--- config.mk ---
export PLATFORM = sky130hd
export DESIGN_NAME = kv_read_client
export DESIGN_NICKNAME = d
export VERILOG_FILES = /design/src/hw/kv_defines_pkg.sv /design/src/hw/kv_fsm.sv /design/src/hw/kv_read_client.sv
export SDC_FILE = /design/constraint.sdc
export NUM_CORES = 1
export LEC_CHECK = 0
export BUFFER_PORTS_ARGS = -buffer_cell sky130_fd_sc_hd__buf_2
export CORE_MARGIN = 2
export CORE_UTILIZATION = 27
export CTS_CLUSTER_DIAMETER = 150
export CTS_CLUSTER_SIZE = 16
export DETAILED_ROUTE_END_ITERATION = 12
export PLACE_DENSITY = 0.77
export SLEW_MARGIN = 10
export SYNTH_ARGS = -nofsm -noshare
export SYNTH_HDL_FRONTEND = slang
export SYNTH_SLANG_ARGS = --single-unit
--- constraint.sdc ---
create_clock -name clk -period 1.05 [get_ports clk]
set_clock_uncertainty 0.05 [all_clocks]
set_input_delay 0.2625 -clock clk [delete_from_list [all_inputs] [get_ports clk]]
set_output_delay 0.2625 -clock clk [all_outputs]
set_load 0.005 [all_outputs]
--- src/hw/kv_defines_pkg.sv ---
// key vault definitions
// vault read request and response, read control word,
// error codes and padding constants
package kv_defines_pkg;

    // largest entry, in dwords
    localparam int KV_ENTRY_DWORDS = 16;

    // first dword written once padding starts
    localparam logic [31:0] KV_PAD_WORD = 32'h8000_0000;

    // request from a read client into the vault
    typedef struct packed {
        logic       entry_is_pcr;
        logic [2:0] read_entry;
        logic [3:0] read_offset;
    } kv_read_t;

    // same-cycle answer from the vault
    typedef struct packed {
        logic [31:0] read_data;
        logic        error;
    } kv_rd_resp_t;

    // control word handed to the read client
    // read_en is a single-cycle start pulse
    typedef struct packed {
        logic       read_en;
        logic [2:0] read_entry;
        logic       entry_is_pcr;
        // dword count, used as the pad position
        logic [3:0] entry_data_size;
    } kv_read_ctrl_reg_t;

    typedef enum logic [7:0] {
        KV_SUCCESS   = 8'h00,
        KV_READ_FAIL = 8'h01
    } kv_error_code_e;

endpackage

--- src/hw/kv_fsm.sv ---
// read sequencer
// walks the dword offsets of one block, flags the pad and zero
// offsets when padding is on, and reports ready and done
`timescale 1ns/1ps

module kv_fsm
    import kv_defines_pkg::*;
#(
    parameter int DATA_WIDTH = 384,
    parameter int PAD        = 0
) (
    input  logic        clk,
    input  logic        rst_b,
    input  logic        start,
    input  logic [3:0]  pad_data_size,
    output logic [3:0]  read_offset,
    output logic [3:0]  write_offset,
    output logic        write_en,
    output logic        write_pad,
    output logic [31:0] pad_data,
    output logic        ready,
    output logic        done
);

    localparam int NUM_DWORDS = DATA_WIDTH / 32;
    localparam logic [3:0] LAST_OFFSET = 4'(NUM_DWORDS - 1);

    typedef enum logic [1:0] {
        IDLE,
        RUN,
        DONE
    } state_e;

    state_e     state_q;
    logic [3:0] offset_q;
    logic       pad_active;

    always_ff @(posedge clk or negedge rst_b) begin
        if (!rst_b) begin
            state_q  <= IDLE;
            offset_q <= '0;
        end else begin
            case (state_q)
                IDLE: begin
                    if (start) begin
                        state_q  <= RUN;
                        offset_q <= '0;
                    end
                end
                RUN: begin
                    // one dword per cycle, no stalls
                    if (offset_q == LAST_OFFSET) begin
                        state_q  <= DONE;
                        offset_q <= '0;
                    end else begin
                        offset_q <= offset_q + 4'd1;
                    end
                end
                default: begin
                    state_q <= IDLE;
                end
            endcase
        end
    end

    // vault port and buffer share the offset
    assign read_offset  = offset_q;
    assign write_offset = offset_q;
    assign write_en     = (state_q == RUN);
    assign ready        = (state_q == IDLE);
    assign done         = (state_q == DONE);

    // a size that fills the block leaves nothing to pad
    assign pad_active = (PAD == 1) && (32'(pad_data_size) < NUM_DWORDS);
    assign write_pad  = write_en && pad_active && (offset_q >= pad_data_size);

    // marker right after the data, zeros after that
    assign pad_data = (offset_q == pad_data_size) ? KV_PAD_WORD : 32'h0;

    // the register block must hold off starts while a read runs
    a_start_when_ready: assert property (
        @(posedge clk) disable iff (!rst_b)
        start |-> ready
    );

    // a run always covers the full block
    a_full_block: assert property (
        @(posedge clk) disable iff (!rst_b)
        $fell(write_en) |-> $past(write_offset) == LAST_OFFSET
    );

endmodule

--- src/hw/kv_read_client.sv ---
// key vault read client
// turns the control word into vault requests, merges pad dwords
// into the write stream and keeps the error code of the last read
`timescale 1ns/1ps

module kv_read_client
    import kv_defines_pkg::*;
#(
    parameter int DATA_WIDTH = 384,
    parameter int PAD        = 0
) (
    input  logic              clk,
    input  logic              rst_b,
    input  kv_read_ctrl_reg_t read_ctrl_reg,
    output kv_read_t          kv_read,
    input  kv_rd_resp_t       kv_resp,
    output logic              write_en,
    output logic [3:0]        write_offset,
    output logic [31:0]       write_data,
    output kv_error_code_e    error_code,
    output logic              kv_ready,
    output logic              read_done
);

    logic [3:0]  read_offset;
    logic        write_pad;
    logic [31:0] pad_data;

    kv_fsm #(
        .DATA_WIDTH (DATA_WIDTH),
        .PAD        (PAD)
    ) u_read_fsm (
        .clk           (clk),
        .rst_b         (rst_b),
        .start         (read_ctrl_reg.read_en),
        .pad_data_size (read_ctrl_reg.entry_data_size),
        .read_offset   (read_offset),
        .write_offset  (write_offset),
        .write_en      (write_en),
        .write_pad     (write_pad),
        .pad_data      (pad_data),
        .ready         (kv_ready),
        .done          (read_done)
    );

    // entry fields stay put for the whole run
    always_comb begin
        kv_read.entry_is_pcr = read_ctrl_reg.entry_is_pcr;
        kv_read.read_entry   = read_ctrl_reg.read_entry;
        kv_read.read_offset  = read_offset;
    end

    assign write_data = write_pad ? pad_data : kv_resp.read_data;

    // cleared on start, sticks once any dword of the run fails
    always_ff @(posedge clk or negedge rst_b) begin
        if (!rst_b) begin
            error_code <= KV_SUCCESS;
        end else if (read_ctrl_reg.read_en) begin
            error_code <= KV_SUCCESS;
        end else if (write_en && kv_resp.error) begin
            error_code <= KV_READ_FAIL;
        end
    end

endmodule

## After elaboration in Yosys (flattened, before gate mapping)

Index checks and enable logic that the tools add are counted.

- Flip-flop bits (word level): 14
- Output and inout port bits: 55
- Logic and storage cells: 23

- Add/subtract/negate cells: 1
- Equal/unequal tests: 5
- Multiplexer cells: 8
- Reduce and logical (&&, ||, !) cells: 6

Operators with widths:

| kind | count |
|---|---|
| $mux W8 | 2 |
| $mux W4 | 2 |
| $pmux W4 S2 | 1 |
| $add A4 B1 Y4 const B | 1 |
| $eq A4 B4 Y1 const B | 1 |
| $mux W2 | 2 |
| $pmux W2 S2 | 1 |
| $reduce_and A2 Y1 | 2 |
| $reduce_bool A2 Y1 | 2 |
| $eq A2 B1 Y1 const B | 1 |
| $eq A2 B2 Y1 const B | 1 |
| $logic_not A2 Y1 | 1 |
| $ne A2 B1 Y1 const B | 1 |
| $ne A2 B2 Y1 const B | 1 |
| $logic_and A1 B1 Y1 | 1 |

## Logic depth before layout (Yosys ltp)

Gate-level depths: netlist (run 1).

- Depth after elaboration: 4
- Mapped depth: 4
- Gate-level depth less buffers: 4

## Cells and area by module

Synthesis (run 1) repeated with hierarchy kept, for this count alone.

- Cells, all modules: 120
- Area total of the unflattened synthesis: 1,288.7 µm²

Modules (own cells, without submodules):

| module | instances | cells an instance | area each (µm²) | sequential area each (µm²) |
|---|---|---|---|---|
| kv_read_client | 1 | 51 | 664.4 | 25.0 |
| kv_fsm | 1 | 69 | 624.3 | 150.1 |

## Worst setup path after synthesis (run 1)

OpenSTA, ideal clock, no wires.

- Path type: register to register
- Start: register u_read_fsm.offset_q[0] (netlist: u_read_fsm.read_offset[0])
- End: register u_read_fsm.offset_q[0] (netlist: u_read_fsm.read_offset[0])
- Arrival: 1.006 ns
- Required time: 0.890 ns
- Path slack: -0.117 ns
- Cell stages (with the launch flop): 5
- Cell sequence: dfrtp_1 > ha_1 > nand2b_1 > nor2_1 > o41ai_1

- Word-level cells in the longest chain between the ends: 3
- Elaborated cells on any way between the ends: 4
- Those cells by class: 1 x add/sub; 1 x eq/ne; 2 x mux

RTL lines:

| element | line | source |
|---|---|---|
| from (decl) | kv_fsm.sv:35 | `logic [3:0] offset_q;` |
| from (signal assigned) | kv_fsm.sv:56 | `offset_q <= offset_q + 4'd1;` |
| $add A4 B1 Y4 or $eq A4 B4 Y1 (tied branches) | kv_fsm.sv:56, kv_fsm.sv:52 |  |
| $mux W4 (*) | kv_fsm.sv:52 | `if (offset_q == LAST_OFFSET) begin` |
| $pmux W4 S2 (*) | kv_fsm.sv:43 | `case (state_q)` |

Mark *: on every way between the ends. The rest lies on a longest branch, timed or not.
A chain may end at the register's enable or synchronous reset.

## Worst setup path after layout (run 1)

- Start: register u_read_fsm.state_q[1]
- End: output read_done

- Word-level cells in the longest chain between the ends: 1

RTL lines:

| element | line | source |
|---|---|---|
| from (decl) | kv_fsm.sv:34 | `state_e state_q;` |
| from (signal assigned) | kv_fsm.sv:40 | `state_q <= IDLE;` |
| from (signal assigned) | kv_fsm.sv:46 | `state_q <= RUN;` |
| from (signal assigned) | kv_fsm.sv:53 | `state_q <= DONE;` |
| $eq A2 B2 Y1 | kv_fsm.sv:71 | `assign done = (state_q == DONE);` |
| to (decl) | kv_read_client.sv:22 | `output logic read_done` |

Every way passes these cells.

==> reports/summary.md, run 1 <==
After detailed routing, the wire length on met1 is 513 um. The worst register-to-register path begins at u_read_fsm.state_q[1]$_DFFE_PN0P_. The number of endpoints with negative hold slack in the final report is 0, and the detailed-router iteration count before antenna repair is 3. Dividing the detail-routed via count by the number of cells gives 4.33. Subtracting the final worst setup slack from the clock period gives 1.31 ns.

The logs give 2 for the maximum clock insertion buffer count and 1570 um for the sum of routed wire length over all layers. In this run the critical register-to-register path is captured at u_read_fsm.read_offset[3]$_DFFE_PN0P_. The logs give 436 for the via count of the first global-routing pass and 0.106 for the clock network power share.

The layout overhead on the synthesized area came out at 18.6%. Clock tree synthesis inserted a total of 3 buffers. Leaving out fill and tap cells, the most frequent cells in the layout are 14 x sky130_fd_sc_hd__buf_6, 12 x sky130_fd_sc_hd__buf_4, 7 x sky130_fd_sc_hd__conb_1, 7 x sky130_fd_sc_hd__buf_2, 5 x sky130_fd_sc_hd__dfrtp_1.

Type of element capturing the critical path: a primary output. The average instance in the mapped netlist occupies 8.77 um^2. Synthesis instantiated 20 different standard cells from the library. The analysis attributes to net switching a power of 837 uW.

IR analysis of the VDD net gives a maximum drop of 0.832 mV. 0 antenna diodes ended up in the layout. The worst setup path is of the flop to primary output kind.

The area fraction of the dominant cell type after synthesis is 0.516, and the power density normalized to cell area is 2900 nW/um^2. The count of buffers added on input and output ports is 15. sky130_fd_sc_hd__buf_4 takes more of the synthesized area than any other cell. Clock latency on the worst-skew pair, taken at its later pin, is 0.25 ns.

After detailed routing, the number of remaining DRC violations is 0. From bottom edge to top edge, the die measures 54.3 um. The overall die area is 2950 um^2, and the total power of the final layout is 2.35 mW.

The floorplan has 18 rows. The run finished, with violations left. The proportion of synthesized chip area in sequential cells came out at 0.256.

The highest attainable clock frequency was 0.764 GHz. Sorting the synthesized cells by area gives the leading types as sky130_fd_sc_hd__buf_4 52%, sky130_fd_sc_hd__dfrtp_1 26%, sky130_fd_sc_hd__a22o_1 2.6%. Number of levels the H-tree was split into: 1. Entering global routing, the biggest net connects 8 pins.

The internal power of the cells totals 1.52 mW. Fraction of final layout cells sized beyond drive strength 1: 0.693. The worst min-delay path category was input pin to flop. The tools report the sequential share of power as 0.209. The cell total after placement was 89.

The clock edge transition at the registers on the reported setup and hold paths was 0.06 ns. The clock drives 7 sinks. Core area: 2430 um^2. The logs give 0 for the number of pins exceeding their max-slew limit in the final report and 0 for the number of warnings printed during yosys synthesis. Counting every instance in the synthesized netlist gives 78. Summing over every cut layer, the via total after detailed routing is 455. The maximum fanout encountered on the critical timing path works out to 4.

The net count reported at finish was 121; the residual overflow from global routing was 0. TritonCTS built the clock tree. The required time of the worst setup path is 0.74 ns, and the final worst setup slack is -0.260 ns. The worst setup path is launched from a flop. The length of routed met2 wiring was 855 um; the initial antenna violation count was 0.

Setup repair after global routing could not meet its margin everywhere. The first global-routing pass estimated 2000 um of wire. The logs give -2.73 ns for the setup TNS after final layout and 0.395 nW for the static power due to leakage.

OpenSTA, run right after detailed placement, puts the worst setup slack at -0.128 ns. For hold timing, the worst endpoint is error_code[0]$_DFFE_PN0P_. Startpoint of the most critical hold path: read_ctrl_reg[8]. The switching share of total power is 0.356, and the depth of the worst hold-timing path is 2. Max-cap violations in this run came to 0. The tools report the clock root buffer as sky130_fd_sc_hd__clkbuf_4. The leading cell type in the layout, fill and taps excluded is sky130_fd_sc_hd__buf_6.

The highest metal layer carrying signal wires in the routed design is met4. The flip-flop and latch count after synthesis was 7; the final setup violation count was 18. The post-route fraction of the period consumed by the critical path is 1.25, and the number of placed I/O pins is 99.

The overall routing resource usage is 0.0990. The count of nets left with antenna violations after detail routing is 0, and the routed length on met3 is 180 um. The initial cell density of the core came out at 0.281. The run gives 0.685 as the combinational power share.

For flop-to-flop paths, the worst setup slack is -0.19 ns. For the DRC marker count from the first detailed-route iteration, the log shows 1. The cell count of the worst reg-to-reg path is 4, and the critical path arrival is 1.00 ns. For the routability congestion estimate, the log shows 0.639. In the final routed layout, each cell accounts on average for 14.9 um. The synthesized netlist occupies a cell area of 684 um^2. The checks that failed: negative setup slack. The floorplan step set the die width to 54.3 um. The worst hold slack after final layout is 0.166 ns, and the count of placed standard cells in the final layout, fillers left out is 105.
sequential cells by signal, summed over array words and instances (netlist names):
register and flops:
u_read_fsm.state_q 2, u_read_fsm.read_offset 4, error_code 1
worst max-delay path: stages (launching register included):
cell	delay, ns
sky130_fd_sc_hd__dfrtp_2	0.43
sky130_fd_sc_hd__and2b_2	0.20
sky130_fd_sc_hd__buf_2	0.12
metal layers:
metal | up-vias | track usage
met3 | 8 | 0.0301
met4 | 0 | 0.0750
met2 | 30 | 0.175
li1 | 196 | -
met5 | - | 0
met1 | 221 | 0.0959
stage by stage:
step / util / instance area, um^2
floorplan: - / 709
global placement: 0.215 / 522
detailed placement: 0.215 / 522
CTS: 0.306 / 743
global route: 0.334 / 812
finish: 0.334 / 812
cell usage after synthesis:
| cell | n |
|---|---|
| sky130_fd_sc_hd__a22o_1 | 2 |
| sky130_fd_sc_hd__o21bai_1 | 1 |
| sky130_fd_sc_hd__and2b_2 | 1 |
| sky130_fd_sc_hd__nor2_1 | 3 |
| sky130_fd_sc_hd__nor4_1 | 1 |
| sky130_fd_sc_hd__a21oi_1 | 2 |
| sky130_fd_sc_hd__nand2b_1 | 2 |
| sky130_fd_sc_hd__o31ai_1 | 1 |
| sky130_fd_sc_hd__nand3_1 | 1 |
| sky130_fd_sc_hd__a32oi_1 | 1 |
| sky130_fd_sc_hd__nor2b_2 | 1 |
| sky130_fd_sc_hd__o41ai_1 | 2 |
| sky130_fd_sc_hd__conb_1 | 1 |
| sky130_fd_sc_hd__dfrtp_1 | 7 |
| sky130_fd_sc_hd__buf_4 | 47 |
| sky130_fd_sc_hd__ha_1 | 1 |
| sky130_fd_sc_hd__nand2_1 | 1 |
| sky130_fd_sc_hd__and2_2 | 1 |
| sky130_fd_sc_hd__inv_2 | 1 |
| sky130_fd_sc_hd__inv_1 | 1 |
cells by family (layout without fill, tap and decap cells):
group / count (synthesis) / count (layout) / share of synthesized area
AOI/OAI and AO/OA: 9 / 9 / 0.101
adders and majority gates: 1 / 1 / 0.0183
buffers and inverters: 49 / 40 / 0.527
DFF: 7 / 7 / 0.256
other: 1 / 7 / 0.00548
and+or+nand+nor: 11 / 11 / 0.0932
area by class of cell:
type	instances	area (um^2)
Inverter	2	7.51
Timing Repair Buffer	34	293
Multi-Input combinational cell	28	270
Sequential cell	7	178
Tap cell	30	37.5
Fill cell	256	1620
Clock buffer	4	26.3
what timing repair did:
| item | CTS | global route |
|---|---|---|
| buffers inserted | 7 | 4 |
| hold endpoints to repair | 7 | 0 |
| resized for setup | 25 | 6 |
| endpoints found under the setup margin | 18 | 18 |
| pin swaps | 5 | 2 |
| hold buffers | 1 | 0 |
worst max-delay path by stage:
stage / startpoint / endpoint / slack, ns / cells after the start
2_1_floorplan: u_read_fsm.read_offset[0]$_DFFE_PN0P_ / u_read_fsm.read_offset[0]$_DFFE_PN0P_ / -0.09 / 4
3_3_place_gp: u_read_fsm.read_offset[0]$_DFFE_PN0P_ / u_read_fsm.read_offset[0]$_DFFE_PN0P_ / -0.09 / 4
4_1_cts: u_read_fsm.state_q[1]$_DFFE_PN0P_ / read_done / -0.27 / 2
5_1_grt: u_read_fsm.state_q[1]$_DFFE_PN0P_ / read_done / -0.28 / 2
3_5_place_dp: u_read_fsm.state_q[0]$_DFFE_PN0P_ / u_read_fsm.read_offset[3]$_DFFE_PN0P_ / -0.13 / 3
6_report: u_read_fsm.state_q[1]$_DFFE_PN0P_ / read_done / -0.26 / 2
power groups by stage:
stage	Combinational (mW)	Sequential [mW]	Clock, mW
global route	1.72	0.502	0.269
CTS	1.38	0.467	0.256
floorplan	0.554	0.507	0
global placement	0.768	0.468	0
finish	1.61	0.492	0.249
detailed placement	0.788	0.477	0
(Power assumes the default switching activity.)
==> inputs of run 2 (changes only) <==
Settings changed: CORE_UTILIZATION 27 to 36, SYNTH_HIERARCHICAL from default to 1.
==> reports/summary.md, run 2 <==
After legalization and detailed placement, the total HPWL measured 1820 um. The run gives -2.46 ns (was -2.73 ns) as the setup TNS after final layout. Cell Chain, Critical Path: nand2b_4 -> inv_2 -> buf_2 (was and2b_2 -> buf_2). The first-pass GRT wire length is 3830 um (was 2000 um). Setup repair after global routing could not meet its margin everywhere. The tools report the startpoint of the most critical hold path as read_ctrl_reg[8] (unchanged). The DRC marker count from the first detailed-route iteration is 28 (was 1), and the vias after detailed routing is 1110 (was 455). The run gives 1290 um^2 (was 684 um^2) as the post-synthesis instance area. The critical setup path kind was flop to primary output (unchanged). The via density per instance is 4.22 (was 4.33), and the critical path arrival is 1.02 ns (was 1.00 ns). The tools report the initial cell density of the core as 0.380 (was 0.281).

The number of levels the H-tree was split into was 1 (unchanged). The horizontal die dimension was 63.8 um (was 54.3 um); the number of clock buffers inserted by TritonCTS was 3 (unchanged). Number of endpoints with negative hold slack in the final report: 0 (unchanged).

For the via count of the first global-routing pass, the log shows 915 (was 436). The area of the multi-input gates came out at 890 um^2 (was 270 um^2). The post-route fraction of the period consumed by the critical path works out to 1.27 (was 1.25). The delay contributed by the slowest stage of the critical path is 0.41 ns (was 0.43 ns). The clock root buffer is sky130_fd_sc_hd__clkbuf_4 (unchanged). TritonCTS sink count: 7 (unchanged). The flip-flop and latch count after synthesis works out to 7 (unchanged). Area contributors post-synth: sky130_fd_sc_hd__mux2_4 35%, sky130_fd_sc_hd__buf_4 27%, sky130_fd_sc_hd__dfrtp_1 14% (was sky130_fd_sc_hd__buf_4 52%, sky130_fd_sc_hd__dfrtp_1 26%, sky130_fd_sc_hd__a22o_1 2.6%). The cell type of the slowest stage on the worst timing path is sky130_fd_sc_hd__dfrtp_1 (was sky130_fd_sc_hd__dfrtp_2). The tools report the routed metal-1 wire length as 1170 um (was 513 um). Cell row count: 21 (was 18). For the insertion delay to the later sink of the worst-skew pair, the log shows 0.26 ns (was 0.25 ns). The tools report the startpoint of the worst register-to-register path as u_read_fsm/read_offset[0]$_DFFE_PN0P_ (was u_read_fsm.state_q[1]$_DFFE_PN0P_).

The area fraction of the dominant cell type after synthesis is 0.350 (was 0.516), and the sum of routed wire length over all layers is 3360 um (was 1570 um). The run gives 99 (unchanged) as the number of placed I/O pins. The overall die area came out at 4070 um^2 (was 2950 um^2). The run finished, with violations left. End-of-flow core utilization: 0.660 (was 0.334).

The required time of the worst setup path was 0.74 ns (about the same). The tools report the detailed-router iteration count before antenna repair as 4 (was 3). The power density normalized to cell area is 1440 nW/um^2 (was 2900 nW/um^2). The share of flip-flops with an asynchronous set or reset after synthesis was 1.00 (unchanged). The worst min-delay path category is input pin to flop (unchanged). The depth of the worst hold-timing path was 2 (unchanged).

Dominant synthesized flop cell: sky130_fd_sc_hd__dfrtp_1 (unchanged). The dominant cell type by area after synthesis is sky130_fd_sc_hd__mux2_4 (was sky130_fd_sc_hd__buf_4). The logs give 263 (was 105) for the count of placed standard cells in the final layout, fillers left out and 2 (unchanged) for the maximum clock insertion buffer count. Gate count after technology mapping: 120 (was 78). The layout overhead on the synthesized area was 73.7% (was 18.6%); the number of warnings printed during yosys synthesis was 6 (was 0). The routability congestion estimate came out at 0.760 (was 0.639). The number of flip-flops under the largest register name works out to 4 (unchanged).

The largest vdd supply drop is 1.54 mV (was 0.832 mV), and the cell count of the worst reg-to-reg path is 5 (was 4). The dominant cell by count in the synthesized netlist is sky130_fd_sc_hd__buf_4 (unchanged). The routed length on met3 is 317 um (was 180 um), and the proportion of synthesized chip area in sequential cells is 0.136 (was 0.256). Commonest cells after routing, fill and taps aside: 81 x sky130_fd_sc_hd__buf_6, 39 x sky130_fd_sc_hd__conb_1, 32 x sky130_fd_sc_hd__mux2_4 (was 14 x sky130_fd_sc_hd__buf_6, 12 x sky130_fd_sc_hd__buf_4, 7 x sky130_fd_sc_hd__conb_1, 7 x sky130_fd_sc_hd__buf_2, 5 x sky130_fd_sc_hd__dfrtp_1). Antenna diode instance count: 0 (unchanged).

The number of buffers added on ports works out to 83 (was 15). Failing checks: negative setup slack (unchanged). For the maximum number of pins on one net before global-route repair, the log shows 33 (was 8). Source of the critical timing path: u_read_fsm/state_q[1]$_DFFE_PN0P_ (was u_read_fsm.state_q[1]$_DFFE_PN0P_).

The residual overflow from global routing is 0 (unchanged). The top routing layer in use is met4 (unchanged). The number of distinct library cell variants in the gate-level netlist after synthesis was 27 (was 20).

For the static power due to leakage, the log shows 1.19 nW (was 0.395 nW). The final setup violation count came out at 18 (unchanged). The clock period minus worst slack works out to 1.33 ns (was 1.31 ns). The max-capacitance violation count is 0 (unchanged). The height of the chip is 63.8 um (was 54.3 um). The routed wirelength normalized by instance count is 12.8 um (was 14.9 um). The kind of start point of the critical path was a flop (unchanged).

The run gives 249 (was 256) as the fill cell total of the finished layout. For the overall routing resource usage, the log shows 0.119 (was 0.0990). Leading cell type in the layout, fill and taps excluded: sky130_fd_sc_hd__buf_6 (unchanged). TritonCTS built the clock tree. The number of pins exceeding their max-slew limit in the final report is 0 (unchanged). The maximum fanout encountered on the critical timing path works out to 5 (was 4). Top cells by count, synth: 47 x sky130_fd_sc_hd__buf_4, 30 x sky130_fd_sc_hd__mux2_4, 7 x sky130_fd_sc_hd__dfrtp_1, 4 x sky130_fd_sc_hd__xor2_1 (was 47 x sky130_fd_sc_hd__buf_4, 7 x sky130_fd_sc_hd__dfrtp_1, 3 x sky130_fd_sc_hd__nor2_1). For the net count reported at finish, the log shows 263 (was 121). The highest attainable clock frequency is 0.751 GHz (was 0.764 GHz), and the clock edge transition at the registers on the reported setup and hold paths is 0.05 ns (was 0.06 ns). The average size of a mapped cell works out to 10.7 um^2 (was 8.77 um^2). The count of nets left with antenna violations after detail routing was 0 (unchanged). The core area was 3390 um^2 (was 2430 um^2); the worst hold slack after final layout was 0.169 ns (was 0.166 ns).

The logs give 0 (unchanged) for the initial antenna violation count and 242 (was 89) for the cell total after placement. The DRC violation count after routing is 0 (unchanged). Type of element capturing the critical path: a primary output (unchanged). The length of routed met2 wiring was 1820 um (was 855 um); the final worst setup slack was -0.282 ns (was -0.260 ns).

The fraction of final layout cells sized beyond drive strength 1 came out at 0.733 (was 0.693). The register area was 180 um^2 (was 178 um^2); the number of enable flip-flop cells after synthesis was 0 (unchanged).
[run 2: changes by cell type after synthesis, moves of 2 or more]
cell	before	now
sky130_fd_sc_hd__mux2_4	0	30
sky130_fd_sc_hd__o41ai_1	2	0
sky130_fd_sc_hd__xor2_1	0	4
sky130_fd_sc_hd__buf_12	0	3
sky130_fd_sc_hd__mux2_2	0	2
[run 2: cell families (layout without fill, tap and decap cells)]
| group | after synthesis | in the layout | share of synthesized area |
|---|---|---|---|
| DFF | 7 | 7 | 0.136 |
| other | 2 | 39 | 0.00583 |
| AOI/OAI and AO/OA | 8 | 8 | 0.0583 |
| adders and majority gates | 1 | 1 | 0.00971 |
| buffers and inverters | 53 | 113 | 0.335 |
| xor gates and xnor gates | 4 | 4 | 0.0272 |
| and+or+nand+nor | 13 | 13 | 0.0612 |
| muxes | 32 | 32 | 0.367 |
[run 2: path summary, 6_finish.rpt]
kind,to,slack [ns]
worst max-delay path,write_en,-0.28
worst min-delay path,error_code[0]$_DFFE_PN0P_,0.17
worst max register to register,u_read_fsm/read_offset[2]$_DFFE_PN0P_,-0.15
worst min register to register,error_code[0]$_DFFE_PN0P_,0.55
max in group asynchronous,u_read_fsm/read_offset[1]$_DFFE_PN0P_,0.46
min in group asynchronous,u_read_fsm/state_q[1]$_DFFE_PN0P_,0.31
[run 2: layout make-up]
class / instances / share of cell area
timing repair buffer: 107 / 0.481
multi-input combinational: 97 / 0.397
sequential: 7 / 0.0805
tap: 46 / 0.0257
clock buffer: 4 / 0.0117
inverter: 2 / 0.00335
[run 2: repair_timing]
item / 4_1_cts / 5_1_grt
hold buffers: 1 / 0
endpoints found under the hold margin: 7 / 0
setup endpoints to repair: 29 / 46
setup buffers: 10 / 6
pin swaps: 2 / 4
gates resized for setup: 36 / 59
[run 2: worst max-delay path: cells and delay by family (launching register included)]
kind / cells / cell delay [ns]
DFF: 1 / 0.41
buffers and inverters: 2 / 0.18
and+or+nand+nor: 1 / 0.17
[run 2: report_power, final]
group	internal, mW	switching (mW)
Clock	0.146	0.108
Sequential	0.388	0.116
Combinational	1.59	0.875
Total	2.13	1.10
[run 2: metrics by stage]
stage               power, mW  worst slack [ns]  cell area [um^2]
floorplan                1.48           -0.0321              1440
global placement         1.84           -0.0395              1540
detailed placement       1.85           -0.0598              1540
CTS                      2.70            -0.285              1850
global route             3.40            -0.316              2240
finish                   3.23            -0.282              2240
[run 2: layer usage]
| layer | vias up | GRT usage |
|---|---|---|
| met5 | - | 0 |
| met4 | 0 | 0.0571 |
| met3 | 6 | 0.0246 |
| met2 | 66 | 0.224 |
| met1 | 524 | 0.123 |
| li1 | 514 | - |
