[config.mk]
export PLATFORM = sky130hd
export DESIGN_NAME = kv_client_regs
export DESIGN_NICKNAME = d
export VERILOG_FILES = /design/src/hw/kv_defines_pkg.sv /design/src/hw/kv_reg_pkg.sv /design/src/hw/kv_client_regs.sv
export SDC_FILE = /design/constraint.sdc
export NUM_CORES = 1
export LEC_CHECK = 0
export BUFFER_PORTS_ARGS = -buffer_cell sky130_fd_sc_hd__clkbuf_2
export CORE_MARGIN = 1
export CORE_UTILIZATION = 55
export CTS_CLUSTER_DIAMETER = 150
export DETAILED_ROUTE_END_ITERATION = 8
export PLACE_DENSITY = 0.78
export SLEW_MARGIN = 10
export SYNTH_ARGS = -nofsm -noshare
export SYNTH_HDL_FRONTEND = slang
export SYNTH_SLANG_ARGS = --single-unit
[constraint.sdc]
create_clock -name clk -period 6.1 [get_ports clk]
set_input_delay 0.61 -clock clk [delete_from_list [all_inputs] [get_ports clk]]
set_output_delay 0.61 -clock clk [all_outputs]
set_load 0.02 [all_outputs]
[src/hw/kv_defines_pkg.sv]
// key vault definitions
// vault read request and response, read control word,
// error codes and padding constants
package kv_defines_pkg;

    // largest entry, in dwords
    localparam int KV_ENTRY_DWORDS = 16;

    // first dword written once padding starts
    localparam logic [31:0] KV_PAD_WORD = 32'h8000_0000;

    // request from a read client into the vault
    typedef struct packed {
        logic       entry_is_pcr;
        logic [2:0] read_entry;
        logic [3:0] read_offset;
    } kv_read_t;

    // same-cycle answer from the vault
    typedef struct packed {
        logic [31:0] read_data;
        logic        error;
    } kv_rd_resp_t;

    // control word handed to the read client
    // read_en is a single-cycle start pulse
    typedef struct packed {
        logic       read_en;
        logic [2:0] read_entry;
        logic       entry_is_pcr;
        // dword count, used as the pad position
        logic [3:0] entry_data_size;
    } kv_read_ctrl_reg_t;

    typedef enum logic [7:0] {
        KV_SUCCESS   = 8'h00,
        KV_READ_FAIL = 8'h01
    } kv_error_code_e;

endpackage

[src/hw/kv_reg_pkg.sv]
// key vault register map
// word offsets, control and status bit fields, AXI4-Lite responses
package kv_reg_pkg;

    localparam int AXI_ADDR_W = 8;

    localparam logic [AXI_ADDR_W-1:0] REG_CTRL      = 8'h00;
    localparam logic [AXI_ADDR_W-1:0] REG_STATUS    = 8'h04;
    localparam logic [AXI_ADDR_W-1:0] REG_LOCK      = 8'h08;
    localparam logic [AXI_ADDR_W-1:0] REG_KEY_ADDR  = 8'h0C;
    localparam logic [AXI_ADDR_W-1:0] REG_KEY_DATA  = 8'h10;
    localparam logic [AXI_ADDR_W-1:0] REG_DEST_BASE = 8'h40;

    // CTRL fields
    localparam int CTRL_START_BIT = 0;
    localparam int CTRL_PCR_BIT   = 1;
    localparam int CTRL_ENTRY_LSB = 4;
    localparam int CTRL_SIZE_LSB  = 8;

    // KEY_ADDR fields, offset sits at bit 0
    localparam int KEY_ENTRY_LSB = 4;

    // STATUS fields
    localparam int STATUS_READY_BIT = 0;
    localparam int STATUS_DONE_BIT  = 1;
    localparam int STATUS_ERR_LSB   = 8;

    localparam logic [1:0] AXI_RESP_OKAY   = 2'b00;
    localparam logic [1:0] AXI_RESP_SLVERR = 2'b10;

endpackage

[src/hw/kv_client_regs.sv]
// key vault register block, AXI4-Lite slave
// control, status, lock and key load registers plus the
// destination buffer filled by the read client
`timescale 1ns/1ps

module kv_client_regs
    import kv_defines_pkg::*;
    import kv_reg_pkg::*;
#(
    parameter int DATA_WIDTH  = 384,
    parameter int NUM_ENTRIES = 8
) (
    input  logic                   clk,
    input  logic                   rst_b,
    input  logic [AXI_ADDR_W-1:0]  awaddr,
    input  logic                   awvalid,
    output logic                   awready,
    input  logic [31:0]            wdata,
    input  logic [3:0]             wstrb,
    input  logic                   wvalid,
    output logic                   wready,
    output logic [1:0]             bresp,
    output logic                   bvalid,
    input  logic                   bready,
    input  logic [AXI_ADDR_W-1:0]  araddr,
    input  logic                   arvalid,
    output logic                   arready,
    output logic [31:0]            rdata,
    output logic [1:0]             rresp,
    output logic                   rvalid,
    input  logic                   rready,
    output kv_read_ctrl_reg_t      read_ctrl_reg,
    input  logic                   write_en,
    input  logic [3:0]             write_offset,
    input  logic [31:0]            write_data,
    input  kv_error_code_e         error_code,
    input  logic                   kv_ready,
    input  logic                   read_done,
    output logic                   key_we,
    output logic [2:0]             key_entry,
    output logic [3:0]             key_offset,
    output logic [31:0]            key_data,
    output logic [NUM_ENTRIES-1:0] lock_mask
);

    localparam int NUM_DWORDS = DATA_WIDTH / 32;

    logic [31:0] dest_buf [NUM_DWORDS];

    logic                   wr_fire;
    logic                   rd_fire;
    logic                   busy;
    logic                   done_q;
    logic [31:0]            wmask;
    logic [31:0]            ctrl_rd;
    logic [31:0]            ctrl_new;
    logic [31:0]            key_addr_rd;
    logic [31:0]            key_addr_new;
    logic [31:0]            lock_new;
    logic [31:0]            rdata_d;
    logic [AXI_ADDR_W-1:0]  dest_off;
    logic                   dest_hit;

    // both write channels must be present, one response outstanding
    assign wr_fire = awvalid && wvalid && !bvalid;
    assign rd_fire = arvalid && !rvalid;
    assign awready = wr_fire;
    assign wready  = wr_fire;
    assign arready = rd_fire;
    assign rresp   = AXI_RESP_OKAY;

    // start pulse still counts as running
    assign busy = read_ctrl_reg.read_en || !kv_ready;

    assign wmask = {{8{wstrb[3]}}, {8{wstrb[2]}}, {8{wstrb[1]}}, {8{wstrb[0]}}};

    // current register contents, merged with strobed write bytes
    always_comb begin
        ctrl_rd = '0;
        ctrl_rd[CTRL_PCR_BIT] = read_ctrl_reg.entry_is_pcr;
        ctrl_rd[CTRL_ENTRY_LSB +: 3] = read_ctrl_reg.read_entry;
        ctrl_rd[CTRL_SIZE_LSB +: 4] = read_ctrl_reg.entry_data_size;
        key_addr_rd = '0;
        key_addr_rd[KEY_ENTRY_LSB +: 3] = key_entry;
        key_addr_rd[3:0] = key_offset;
        lock_new = '0;
        lock_new[NUM_ENTRIES-1:0] = lock_mask;
        ctrl_new     = (ctrl_rd & ~wmask) | (wdata & wmask);
        key_addr_new = (key_addr_rd & ~wmask) | (wdata & wmask);
        lock_new     = (lock_new & ~wmask) | (wdata & wmask);
    end

    // key dword goes straight to the vault port
    assign key_we   = wr_fire && (awaddr == REG_KEY_DATA);
    assign key_data = wdata & wmask;

    always_ff @(posedge clk or negedge rst_b) begin
        if (!rst_b) begin
            read_ctrl_reg <= '0;
            key_entry     <= '0;
            key_offset    <= '0;
            lock_mask     <= '0;
            done_q        <= 1'b0;
            bvalid        <= 1'b0;
            bresp         <= AXI_RESP_OKAY;
        end else begin
            read_ctrl_reg.read_en <= 1'b0;
            if (read_done) begin
                done_q <= 1'b1;
            end
            if (bvalid && bready) begin
                bvalid <= 1'b0;
            end
            if (wr_fire) begin
                bvalid <= 1'b1;
                bresp  <= AXI_RESP_OKAY;
                case (awaddr)
                    REG_CTRL: begin
                        if (busy) begin
                            // running read keeps its control word
                            bresp <= AXI_RESP_SLVERR;
                        end else begin
                            read_ctrl_reg.entry_is_pcr    <= ctrl_new[CTRL_PCR_BIT];
                            read_ctrl_reg.read_entry      <= ctrl_new[CTRL_ENTRY_LSB +: 3];
                            read_ctrl_reg.entry_data_size <= ctrl_new[CTRL_SIZE_LSB +: 4];
                            if (wstrb[0] && wdata[CTRL_START_BIT]) begin
                                read_ctrl_reg.read_en <= 1'b1;
                                done_q                <= 1'b0;
                            end
                        end
                    end
                    REG_LOCK: begin
                        lock_mask <= lock_new[NUM_ENTRIES-1:0];
                    end
                    REG_KEY_ADDR: begin
                        key_entry  <= key_addr_new[KEY_ENTRY_LSB +: 3];
                        key_offset <= key_addr_new[3:0];
                    end
                    REG_KEY_DATA: begin
                        // next dword of the same entry, wraps at 16
                        key_offset <= key_offset + 4'd1;
                    end
                    default: begin
                    end
                endcase
            end
        end
    end

    // destination buffer, filled only by the read client
    always_ff @(posedge clk) begin
        if (write_en) begin
            dest_buf[write_offset] <= write_data;
        end
    end

    assign dest_off = araddr - REG_DEST_BASE;
    assign dest_hit = (araddr >= REG_DEST_BASE) && (32'(dest_off[AXI_ADDR_W-1:2]) < NUM_DWORDS);

    always_comb begin
        rdata_d = '0;
        if (dest_hit) begin
            rdata_d = dest_buf[dest_off[5:2]];
        end else begin
            case (araddr)
                REG_CTRL:     rdata_d = ctrl_rd;
                REG_LOCK:     rdata_d[NUM_ENTRIES-1:0] = lock_mask;
                REG_KEY_ADDR: rdata_d = key_addr_rd;
                REG_STATUS: begin
                    rdata_d[STATUS_READY_BIT] = kv_ready;
                    rdata_d[STATUS_DONE_BIT] = done_q;
                    rdata_d[STATUS_ERR_LSB +: 8] = error_code;
                end
                default:      rdata_d = '0;
            endcase
        end
    end

    // read data captured at acceptance, held until rready
    always_ff @(posedge clk or negedge rst_b) begin
        if (!rst_b) begin
            rvalid <= 1'b0;
        end else if (rd_fire) begin
            rvalid <= 1'b1;
        end else if (rready) begin
            rvalid <= 1'b0;
        end
    end

    always_ff @(posedge clk) begin
        if (rd_fire) begin
            rdata <= rdata_d;
        end
    end

    a_bvalid_hold: assert property (
        @(posedge clk) disable iff (!rst_b)
        bvalid && !bready |=> bvalid && $stable(bresp)
    );

endmodule

======== Word-level counts from Yosys, hierarchy flattened ========
Memories as Yosys holds them, arrays and structs flattened.
Index checks and enable logic that the tools add are counted.
word-level totals
  register bits ........................... 61
  memory bits (writable) .................. 384
  input port bits ......................... 106
  output and inout port bits .............. 98
  logic and storage cells ................. 75
  memories kept ........................... 1
memories
  memory    depth  bits a word  read ports  clocked after memory_dff  write ports  RTL line              text
  dest_buf  12     32           1           0                         1            kv_client_regs.sv:48  logic [31:0] dest_buf [NUM_DWORDS];
operators by class
  $add $sub $neg .......................... 2
  order comparisons ....................... 2
  eq/ne operators ......................... 6
  muxes and demuxes ....................... 22
  bitwise operators ....................... 9
  reduce and logical (&&, ||, !) cells .... 20
operator list
  operator             count
  $and 32x32->32       1
  $eq 8x4->1 const B   4
  $mux 9               3
  $pmux 6 s3           1
  $logic_not 8->1      2
  $mux 16              1
  $pmux 8 s2           1
  $and 12x12->12       1
  $mux 1               12
  $not 12->12          1
  $or 12x12->12        1
  $and 8x8->8          1
  $eq 8x3->1 const B   1
  $eq 8x5->1 const B   1
  $ge 8x7->1 const B   1
  $or 8x8->8           1
  $pmux 2 s4           1
  $pmux 4 s2           1
  $sub 8x7->8 const B  1
  $and 7x7->7          1
  $logic_and 1x1->1    7
  $or 7x7->7           1
  $lt 6x4->1 const B   1
  $reduce_and 2->1     3
  7 further kinds      12

======== Depth between registers and ports, before layout ========
Gate-level depths: netlist of run 1.
  depth in word-level cells ............... 6
  mapped depth ............................ 8
  gate-level depth less buffers ........... 4

======== Worst setup path before layout of run 1 ========
OpenSTA, ideal clock, no wires.
  path type ............................... input to register
  from .................................... in write_offset[3]
  to ...................................... mem dest_buf[0][0], enable pin
  setup time .............................. 0.461 ns
  data arrival time ....................... 3.329 ns
  data required time ...................... 5.639 ns
  setup slack ............................. 2.310 ns
  stages .................................. 2
  path buffers ............................ 0
  cell sequence ........................... or3b_2 -> nor3_1
RTL lines
  item             RTL line              text
  start, declared  kv_client_regs.sv:34  input logic [3:0] write_offset,
  end, declared    kv_client_regs.sv:48
No word-level cell before the write port.

======== Worst setup path in the final report of run 1 ========
  from .................................... in araddr[3]
  to ...................................... reg rdata[2] (data pin)
between the ends
  longest elaborated chain between the ends .. 4
  elaborated cells between the ends (all ways) .. 10
  those cells by class .................... 1 x add/sub; 2 x order compare; 2 x eq/ne; 2 x mux; 2 x reduce/logical; 1 x memory
RTL lines
  item                  RTL line               text
  start, declared       kv_client_regs.sv:25   input logic [AXI_ADDR_W-1:0] araddr,
  $sub 8x7->8           kv_client_regs.sv:157  assign dest_off = araddr - REG_DEST_BASE;
  $lt 6x4->1            kv_client_regs.sv:158  assign dest_hit = (araddr >= REG_DEST_BASE) && (32'(dest_off[AXI_ADDR_W-1:2]) < NUM_DWORDS);
  $logic_and 1x1->1     kv_client_regs.sv:158
  $mux 16 (*)           kv_client_regs.sv:162  if (dest_hit) begin
  named net rdata_d[2]  kv_client_regs.sv:60   logic [31:0] rdata_d;
  end signal, assigned  kv_client_regs.sv:192  rdata <= rdata_d;
  end, declared         kv_client_regs.sv:28   output logic [31:0] rdata,
The timed path passes the listed nets; every way through them passes the cells marked *.
A chain may end at the register's enable or synchronous reset.

==> flow_metrics.tcl, run 1 <==
set metrics [dict create \
    cts_max_path_buffers 3 \
    cts_made_buffers 43 \
    grt_pass1_wl_um 58400 \
    worstPathMaxFanout 30 \
    syn_to_final_growth_pct 16.3 \
    port_buffers 200 \
    multi_input_area_mm2 0.00422 \
    setup_viol 0 \
    clk_latency_ps 530 \
    final_cells 1597 \
    r2r_slack_ps 4230 \
    drv_cap 0 \
    wl_per_cell_um 24.5 \
    dp_cells 1517 \
    ys_warn_count 0 \
    postCtsSetupBuffers 0 \
    p_leak_nw 7.32 \
    startpoint "araddr[3]" \
    yosys.area.top_type_share_pct 71.1 \
    largest-register "dest_buf" \
    wl_um 39100 \
    drc 0 \
    finalCritPeriodShare_pct 46.6 \
    htree_levels 2 \
    end_kind "flip-flop" \
    final-hold-violation-count 0 \
    start_util_pct 55.9 \
    synth.area.top_cells "edfxtp_1 71%, mux4_2 6.9%, mux2i_1 4.8%" \
    slowest_delay_ps 870 \
    cp.required_ps 6380 \
    vias 9840 \
    die_w_um 181 \
    yosys_register_bits 444 \
    hp-class "in -> async" \
    synth_top_area_cell "edfxtp_1" \
    place_congestion 0.768 \
    core_area_mm2 0.0315 \
    largest_reg_flops 384 \
    dpl.hpwl_um 22000 \
    synth_cell_types 51 \
    cts_sinks 444 \
    critPathLaunchType "input port" \
    final_nets 1267 \
    utilization_pct 65.0 \
    r2r-start "bvalid$_DFFE_PN0P_" \
    slew_viol_final 0 \
    clkTransAtPathRegs_ps 60 \
    reg.largest.list "dest_buf: 384 flops, rdata: 32 flops" \
    grt_max_degree 102 \
    nFillCells 2126 \
    cts_hold_buffers 0 \
    synth_compound_area_share_pct 4.33 \
    status "finished, final reports clean" \
    syn-instance-count 944 \
    period_minus_slack_ps 2840 \
    regArea_mm2 0.0132 \
    pre_cts_ws_ps 2750 \
    grt_pass1_vias 9779 \
    die_h_um 181 \
    drive_gt1_share_pct 31.6 \
    vdd_drop_max_mv 0.174 \
    grt_use_total_pct 24.1 \
    final.setup.worst_slack_ps 3260 \
    synthAdderAreaFrac_pct 0.0712 \
    antenna_found_initial 4 \
    pin_count 204 \
    setup_tns_ps 0 \
    drtIter0Drc 873 \
    synth_area_mm2 0.0176 \
    fmax_mhz 352 \
    via_per_inst 6.16 \
    relSlewSlack_pct 23.9 \
    firstDrtPassIters 6 \
    rsz0062_at_grt "no" \
    rows 65 \
    syn_avg_cell_area_um2 18.6 \
    max_slew.worst_pin.slew_ps 1140 \
    crit_type "in -> reg" \
    post_cts_resized 0 \
    fin_hold_ws_ps 129 \
    synthSimpleGateAreaFrac_pct 5.77 \
    synth_top_family_by_area "multiplexers" \
    cp_common_cell "a2111oi_0" \
    postRouteAntennaNets 0 \
    grt_overflow 0 \
    synth-seq-area-share_pct 75.0 \
    p_per_area_mw_per_mm2 312 \
    cts_tree "built" \
    arrival_ps 3120 \
    critPathSlowestCell "nand2_1" \
    skew_ps 12.9 \
    cts_root_buf "clkbuf_16" \
    dieArea_mm2 0.0327 \
    synth_xor_area_share_pct 0 \
    synthMuxAreaShare_pct 13.2 \
    crit_chain "clkbuf_2 > nand2_1 > a2111oi_0 > a2111oi_0 > o2bb2ai_1" \
]
kinds of logic after synthesis:
group	count (synthesis)
compound gates	102
fa+ha+maj	1
buf+inv	56
flops	444
mux	162
other cells	1
simple gates	178
layer usage:
metal	share of wire (%)	track usage (%)
met3	9.5	5.74
met1	39	31.9
met2	49	39.8
met5	0.11	0
met4	2.5	7.66
stage by stage:
| stage | power, mW | area, µm² |
|---|---|---|
| final | 6.37 | 20400 |
| after global routing | 6.55 | 20400 |
| after CTS | 6.41 | 20400 |
| after detailed placement | 3.90 | 19100 |
| after global placement | 3.89 | 19100 |
| after floorplan | 3.72 | 17600 |
cell usage in the layout, fill, tap and decap left out, drive strengths merged, types with 18 or more instances in the layout:
cell / netlist / final
edfxtp: 416 / 416
clkbuf: 21 / 249
mux2i: 84 / 84
mux4: 54 / 54
nor2b: 35 / 35
and2: 33 / 33
dfrtp: 28 / 28
a22oi: 27 / 27
clkinv: 0 / 25
nand2: 24 / 24
mux2: 24 / 24
nor3: 24 / 24
buf: 29 / 19
nand3: 18 / 18
power by group:
group	switching (mW)	internal (mW)	leakage [nW]
clock	1.09	1.45	0.668
sequential	0.0240	3.41	4.15
combinational	0.260	0.145	2.50
total	1.37	5.00	7.32
worst paths after layout:
check                                  endpoint  depth (start not counted)
max                          rdata[2]$_DFFE_PP_                          5
min                                   async pin                          1
max reg2reg                           flip-flop                          4
min reg2reg                bresp[1]$_DFFE_PN0P_                          2
max in group asynchronous             async pin                          1
min in group clk             rvalid$_DFFE_PN0P_                          2
cells in the mapped netlist, drive strengths merged:
| library cell | number |
|---|---|
| a2111oi | 9 |
| a211o | 1 |
| a211oi | 17 |
| a21oi | 4 |
| a221o | 1 |
| a22o | 2 |
| a22oi | 27 |
| a31oi | 3 |
| a32oi | 4 |
| and2 | 33 |
| and3 | 4 |
| buf | 29 |
| clkbuf | 21 |
| conb | 1 |
| dfrtp | 28 |
| edfxtp | 416 |
| ha | 1 |
| inv | 6 |
| mux2 | 24 |
| mux2i | 84 |
| mux4 | 54 |
| nand2 | 24 |
| nand2b | 7 |
| nand3 | 18 |
| nand3b | 3 |
| nand4 | 3 |
| nand4b | 2 |
| nor2 | 15 |
| nor2b | 35 |
| nor3 | 24 |
| nor3b | 1 |
| nor4 | 3 |
| nor4b | 1 |
| o211ai | 4 |
| o21ai | 7 |
| o22ai | 17 |
| o2bb2ai | 4 |
| o32ai | 1 |
| o41ai | 1 |
| or3b | 3 |
| or4 | 2 |
layout make-up:
| type | count | area share, % |
|---|---|---|
| Sequential cell | 444 | 64.5 |
| Tap cell | 402 | 2.46 |
| Antenna cell | 1 | 0.0122 |
| Inverter | 6 | 0.110 |
| Multi-Input combinational cell | 446 | 20.6 |
| Timing Repair Buffer | 219 | 5.64 |
| Clock inverter | 30 | 1.14 |
| Clock buffer | 49 | 5.48 |
worst max-delay path: cells and delay by family:
family                 cells  cell delay (ps)
AOI/OAI and AO/OA          3              930
buffers and inverters      1              670
and+or+nand+nor            1              870
(Power assumes the default switching activity.)
==> run 2: changes to the inputs <==
clock period = 2.8 ns   (was 6.1 ns; I/O delays follow)
==> flow_metrics.tcl, run 2 (synthesis gave the netlist of run 1 again) <==
set metrics [dict create \
    utilization_pct 66.4 \
    pin_count 204 \
    drive_gt1_share_pct 32.8 \
    rows 65 \
    hp-class "in -> reg" \
    end_kind "output pin" \
    drv_cap 0 \
    crit_family "buffers and inverters" \
    finalCritPeriodShare_pct 70.8 \
    via_per_inst 6.15 \
    grt_max_degree 54 \
    status "finished, final reports clean" \
    start_util_pct 55.9 \
    dp_cells 1541 \
    final_cells 1628 \
    min-delay-start "arvalid" \
    crit_type "reg -> out" \
    cts_made_buffers 42 \
    syn_to_final_growth_pct 19.0 \
    critPathLaunchType "flip-flop" \
    postRouteAntennaNets 0 \
    r2r_slack_ps 860 \
    cts_sinks 444 \
    relSlewSlack_pct 47.7 \
    cts_tree "built" \
    p_leak_nw 7.54 \
    r2r-start "bvalid$_DFFE_PN0P_" \
    hold_path_end "rvalid$_DFFE_PN0P_" \
    wl_um 41200 \
    critPathSlowestCell "dfrtp_1" \
    layout_common_cells "416 x edfxtp_1, 199 x clkbuf_2, 84 x mux2i_1, 54 x mux4_2, 42 x clkbuf_16" \
    largest-register "dest_buf" \
    final_nets 1300 \
    worstPathMaxFanout 7 \
    arrival_ps 1700 \
    grt_pass1_vias 10200 \
    slew_viol_final 0 \
    grt_use_total_pct 25.3 \
    dieArea_mm2 0.0327 \
    die_w_um 181 \
    period_minus_slack_ps 1980 \
    htree_levels 2 \
    cp.buffers_inverters 2 \
    port_buffers 200 \
    cts_max_path_buffers 3 \
    final_common_cell "edfxtp_1" \
    min_delay_path_depth 3 \
    post_cts_resized 0 \
    p_total_mw 14.4 \
    die_h_um 181 \
    drtIter0Drc 854 \
    drc 0 \
    cts_root_buf "clkbuf_16" \
    reg2reg_depth 5 \
    crit_chain "nand3b_1 > inv_1 > clkbuf_2" \
    firstDrtPassIters 5 \
    slowest_delay_ps 390 \
    p_per_area_mw_per_mm2 689 \
    reg.largest.list "dest_buf: 384 flops, rdata: 32 flops" \
    grt_overflow 0 \
    cp.required_ps 2520 \
    vdd_drop_max_mv 0.410 \
    fmax_mhz 504 \
    r2r-end "done_q$_DFF_PN0_" \
    skew_ps 19.2 \
    core_area_mm2 0.0315 \
    antenna_found_initial 4 \
    largest_reg_flops 384 \
    grt_pass1_wl_um 61000 \
    clkTransAtPathRegs_ps 70 \
    max_slew.worst_pin.slew_ps 782 \
    setup_tns_ps 0 \
    startpoint "bvalid$_DFFE_PN0P_" \
    place_congestion 0.784 \
    final-hold-violation-count 0 \
    setup_viol 0 \
    rsz0062_at_grt "no" \
    worst-path-stages 3 \
    vias 10000 \
    dpl.hpwl_um 24000 \
    wl_per_cell_um 25.3 \
    clk_latency_ps 550 \
]
## run 2: cell type report
type | count | area (µm²)
timing repair buffer | 253 | 1510
antenna | 1 | 2.50
tap | 402 | 503
sequential | 444 | 13200
inverter | 6 | 22.5
multi-input combinational | 446 | 4240
clock inverter | 27 | 372
fill | 2027 | 10600
clock buffer | 49 | 1080
## run 2: repair_timing
action,CTS,global route
setup buffers,0,0
hold endpoints to repair,36,0
hold buffers,10,0
## run 2: power breakdown
group          internal [mW]  total, mW  switching [mW]
Sequential              7.43       7.48          0.0564
Clock                   3.60       5.99            2.39
Combinational          0.348      0.932           0.583
Total                   11.4       14.4            3.03
## run 2: worst max path at each step
stage | endpoint | slack, ps
6_report | wready | 820
5_1_grt | awready | 730
4_1_cts | wready | 820
3_5_place_dp | rdata[0]$_DFFE_PP_ | 520
3_3_place_gp | rdata[0]$_DFFE_PP_ | 590
2_1_floorplan | rdata[0]$_DFFE_PP_ | 170
## run 2: metal layers
metal	up-vias	share of wire, %	track usage [%]
li1	4318	-	-
met1	5060	38	33.0
met2	546	51	42.7
met3	90	8.6	4.80
met4	6	2.9	9.54
met5	-	0.090	0
## run 2: worst register-to-register path, stage by stage, from the launching register on
cell and delay [ps]:
dfrtp_1 390, nand3b_1 320, inv_1 250, and3_1 210, a31oi_1 80, dlygate4sd3_1 570
## run 2: through the flow
stage	hold slack, ps	setup slack (ps)	instance area (µm²)
6_report	4.47	818	20900
4_1_cts	2.47	817	20900
3_5_place_dp	361	518	19400
5_1_grt	27.3	734	20900
3_3_place_gp	364	585	19400
2_1_floorplan	-15.6	170	17600
==> run 3: changes to the inputs <==
CORE_UTILIZATION = 52   (was 55)
PLACE_DENSITY = 0.77   (was 0.78)
clock period = 1.6 ns   (was 2.8 ns; I/O delays follow)
==> flow_metrics.tcl, run 3 (synthesis gave the netlist of run 1 again) <==
set metrics [dict create \
    violations "negative setup slack" \
    via_per_inst 5.90 \
    port_buffers 200 \
    hp-class "in -> reg" \
    fin_area_mm2 0.0222 \
    status "complete, but fails checks" \
    nFillCells 2103 \
    pre_cts_ws_ps -518 \
    final.setup.worst_slack_ps -82.7 \
    critPathLaunchType "flip-flop" \
    final_common_cell "edfxtp_1" \
    firstDrtPassIters 6 \
    grt_use_met3_pct 4.91 \
    finalCritPeriodShare_pct 105 \
    reg.largest.list "dest_buf: 384 flops, rdata: 32 flops" \
    crit_type "reg -> out" \
    min-delay-start "write_data[28]" \
    drtIter0Drc 1098 \
    cts_max_path_buffers 3 \
    r2r_slack_ps -20 \
    vias 10500 \
    wl_per_cell_um 24.5 \
    die_w_um 186 \
    p_comb_share_pct 7.6 \
    grt_pass1_vias 10600 \
    htree_levels 2 \
    relSlewSlack_pct 35.2 \
    pin_count 204 \
    worstPathMaxFanout 7 \
    grt_overflow 0 \
    internal_power_mw 19.9 \
    cp.required_ps 1440 \
    reg2reg_depth 5 \
    drive_gt1_share_pct 35.9 \
    setup_tns_ps -244 \
    cts_made_buffers 44 \
    antenna_found_initial 1 \
    largest_reg_flops 384 \
    rsz0062_at_grt "yes" \
    start_util_pct 53.5 \
    place_congestion 0.810 \
    dieArea_mm2 0.0346 \
    skew_ps 25.6 \
    place_area_mm2 0.0201 \
    cts_tree "built" \
    met2_usage_pct 44.0 \
    p_sw_mw 5.56 \
    die_h_um 186 \
    slew_viol_final 0 \
    max_slew.worst_pin.slew_ps 970 \
    critPathSlowestCell "dfrtp_2" \
    min_delay_path_depth 1 \
    postRouteAntennaNets 0 \
    grt_max_degree 35 \
    grt_use_total_pct 25.2 \
    seqPwrFrac_pct 51.4 \
    layout_common_cells "416 x edfxtp_1, 195 x clkbuf_2, 86 x buf_4, 84 x mux2i_1, 54 x mux4_2" \
    cts_sinks 444 \
    fmax_mhz 594 \
    crit_chain "nand3b_1 > buf_6 > nor2_1 > buf_4" \
    fin_hold_ws_ps 19.0 \
    arrival_ps 1520 \
    setup_viol 4 \
    p_leak_nw 8.12 \
    end_kind "output pin" \
    vdd_drop_max_mv 0.900 \
    cts_root_buf "clkbuf_16" \
    netSwitchingFraction_pct 21.9 \
    dpl.hpwl_um 25700 \
    grt_pass1_wl_um 62800 \
    clk_latency_ps 550 \
    drv_cap 0 \
    final-hold-violation-count 0 \
    dp_cells 1641 \
    p_per_area_mw_per_mm2 1150 \
    drc 0 \
    top_usage_layer "met2" \
    slowest_delay_ps 400 \
    wl_um 43700 \
    final_cells 1781 \
    p_clk_share_pct 40.9 \
    period_minus_slack_ps 1680 \
    core_area_mm2 0.0329 \
    use_met1_pct 31.1 \
    syn_to_final_growth_pct 26.2 \
    hold_path_end "dest_buf[6][28]$_DFFE_PP_" \
    r2r-start "bvalid$_DFFE_PN0P_" \
    final_nets 1409 \
    largest-register "dest_buf" \
    clkTransAtPathRegs_ps 60 \
    rows 66 \
]
run 3: changes by cell type in the layout (fill, tap and decap cells not counted), sizes merged:
cell         before  now
clkbuf          249  255
buf              43  108
bufinv            9    5
clkinv           15   18
inv               8    6
dlygate4sd3      10   52
bufbuf            0    1
clkinvlp          1    3
run 3: timing repair:
action,CTS,global route
setup buffers,1,3
pin swaps,2,4
hold buffers,52,0
endpoints found under the hold margin,427,0
setup endpoints to repair,8,27
gates resized for setup,9,12
cloned,1,0
run 3: stage by stage:
step                util (%)  power [mW]
floorplan                  -        14.2
global placement        61.0        15.0
detailed placement      61.0        15.1
CTS                     67.3        25.5
global route            67.5        26.1
finish                  67.5        25.4
run 3: worst max-delay path: cells and delay by family (launching register included):
kind	cells	cell delay [ps]
buf+inv	2	300
flops	1	400
simple gates	2	260
run 3: cell type report:
class | instances | area [µm²] | area share (%)
flip-flops and latches | 444 | 13200 | 59.5
multi-input cells | 446 | 4280 | 19.3
repair buffers | 360 | 2660 | 12.0
clock buffers | 56 | 1180 | 5.30
well taps | 442 | 553 | 2.49
clock inverters | 26 | 294 | 1.32
inverters | 6 | 27.5 | 0.124
diodes | 1 | 2.50 | 0.0113
run 3: layer usage:
layer	share of wire (%)	vias up
met2	51	616
li1	-	4550
met4	3.1	0
met5	0	-
met3	9.5	94
met1	37	5242
run 3: how the worst max path moves through the flow:
stage / startpoint / slack, ps / to
after detailed placement: araddr[4] / -520 / rdata[2]$_DFFE_PP_
after global routing: bvalid$_DFFE_PN0P_ / -130 / key_we
after floorplan: write_offset[3] / -270 / dest_buf[0][0]$_DFFE_PP_
after CTS: bvalid$_DFFE_PN0P_ / -90 / key_we
final: bvalid$_DFFE_PN0P_ / -80 / key_we
after global placement: araddr[4] / -470 / rdata[2]$_DFFE_PP_
run 3: power groups by stage:
stage	Combinational (mW)	Sequential (mW)	Clock (mW)
floorplan	0.832	13.4	0
global placement	1.70	13.3	0
detailed placement	1.74	13.3	0
CTS	1.91	13.1	10.5
global route	2.06	13.1	10.9
finish	1.94	13.1	10.4
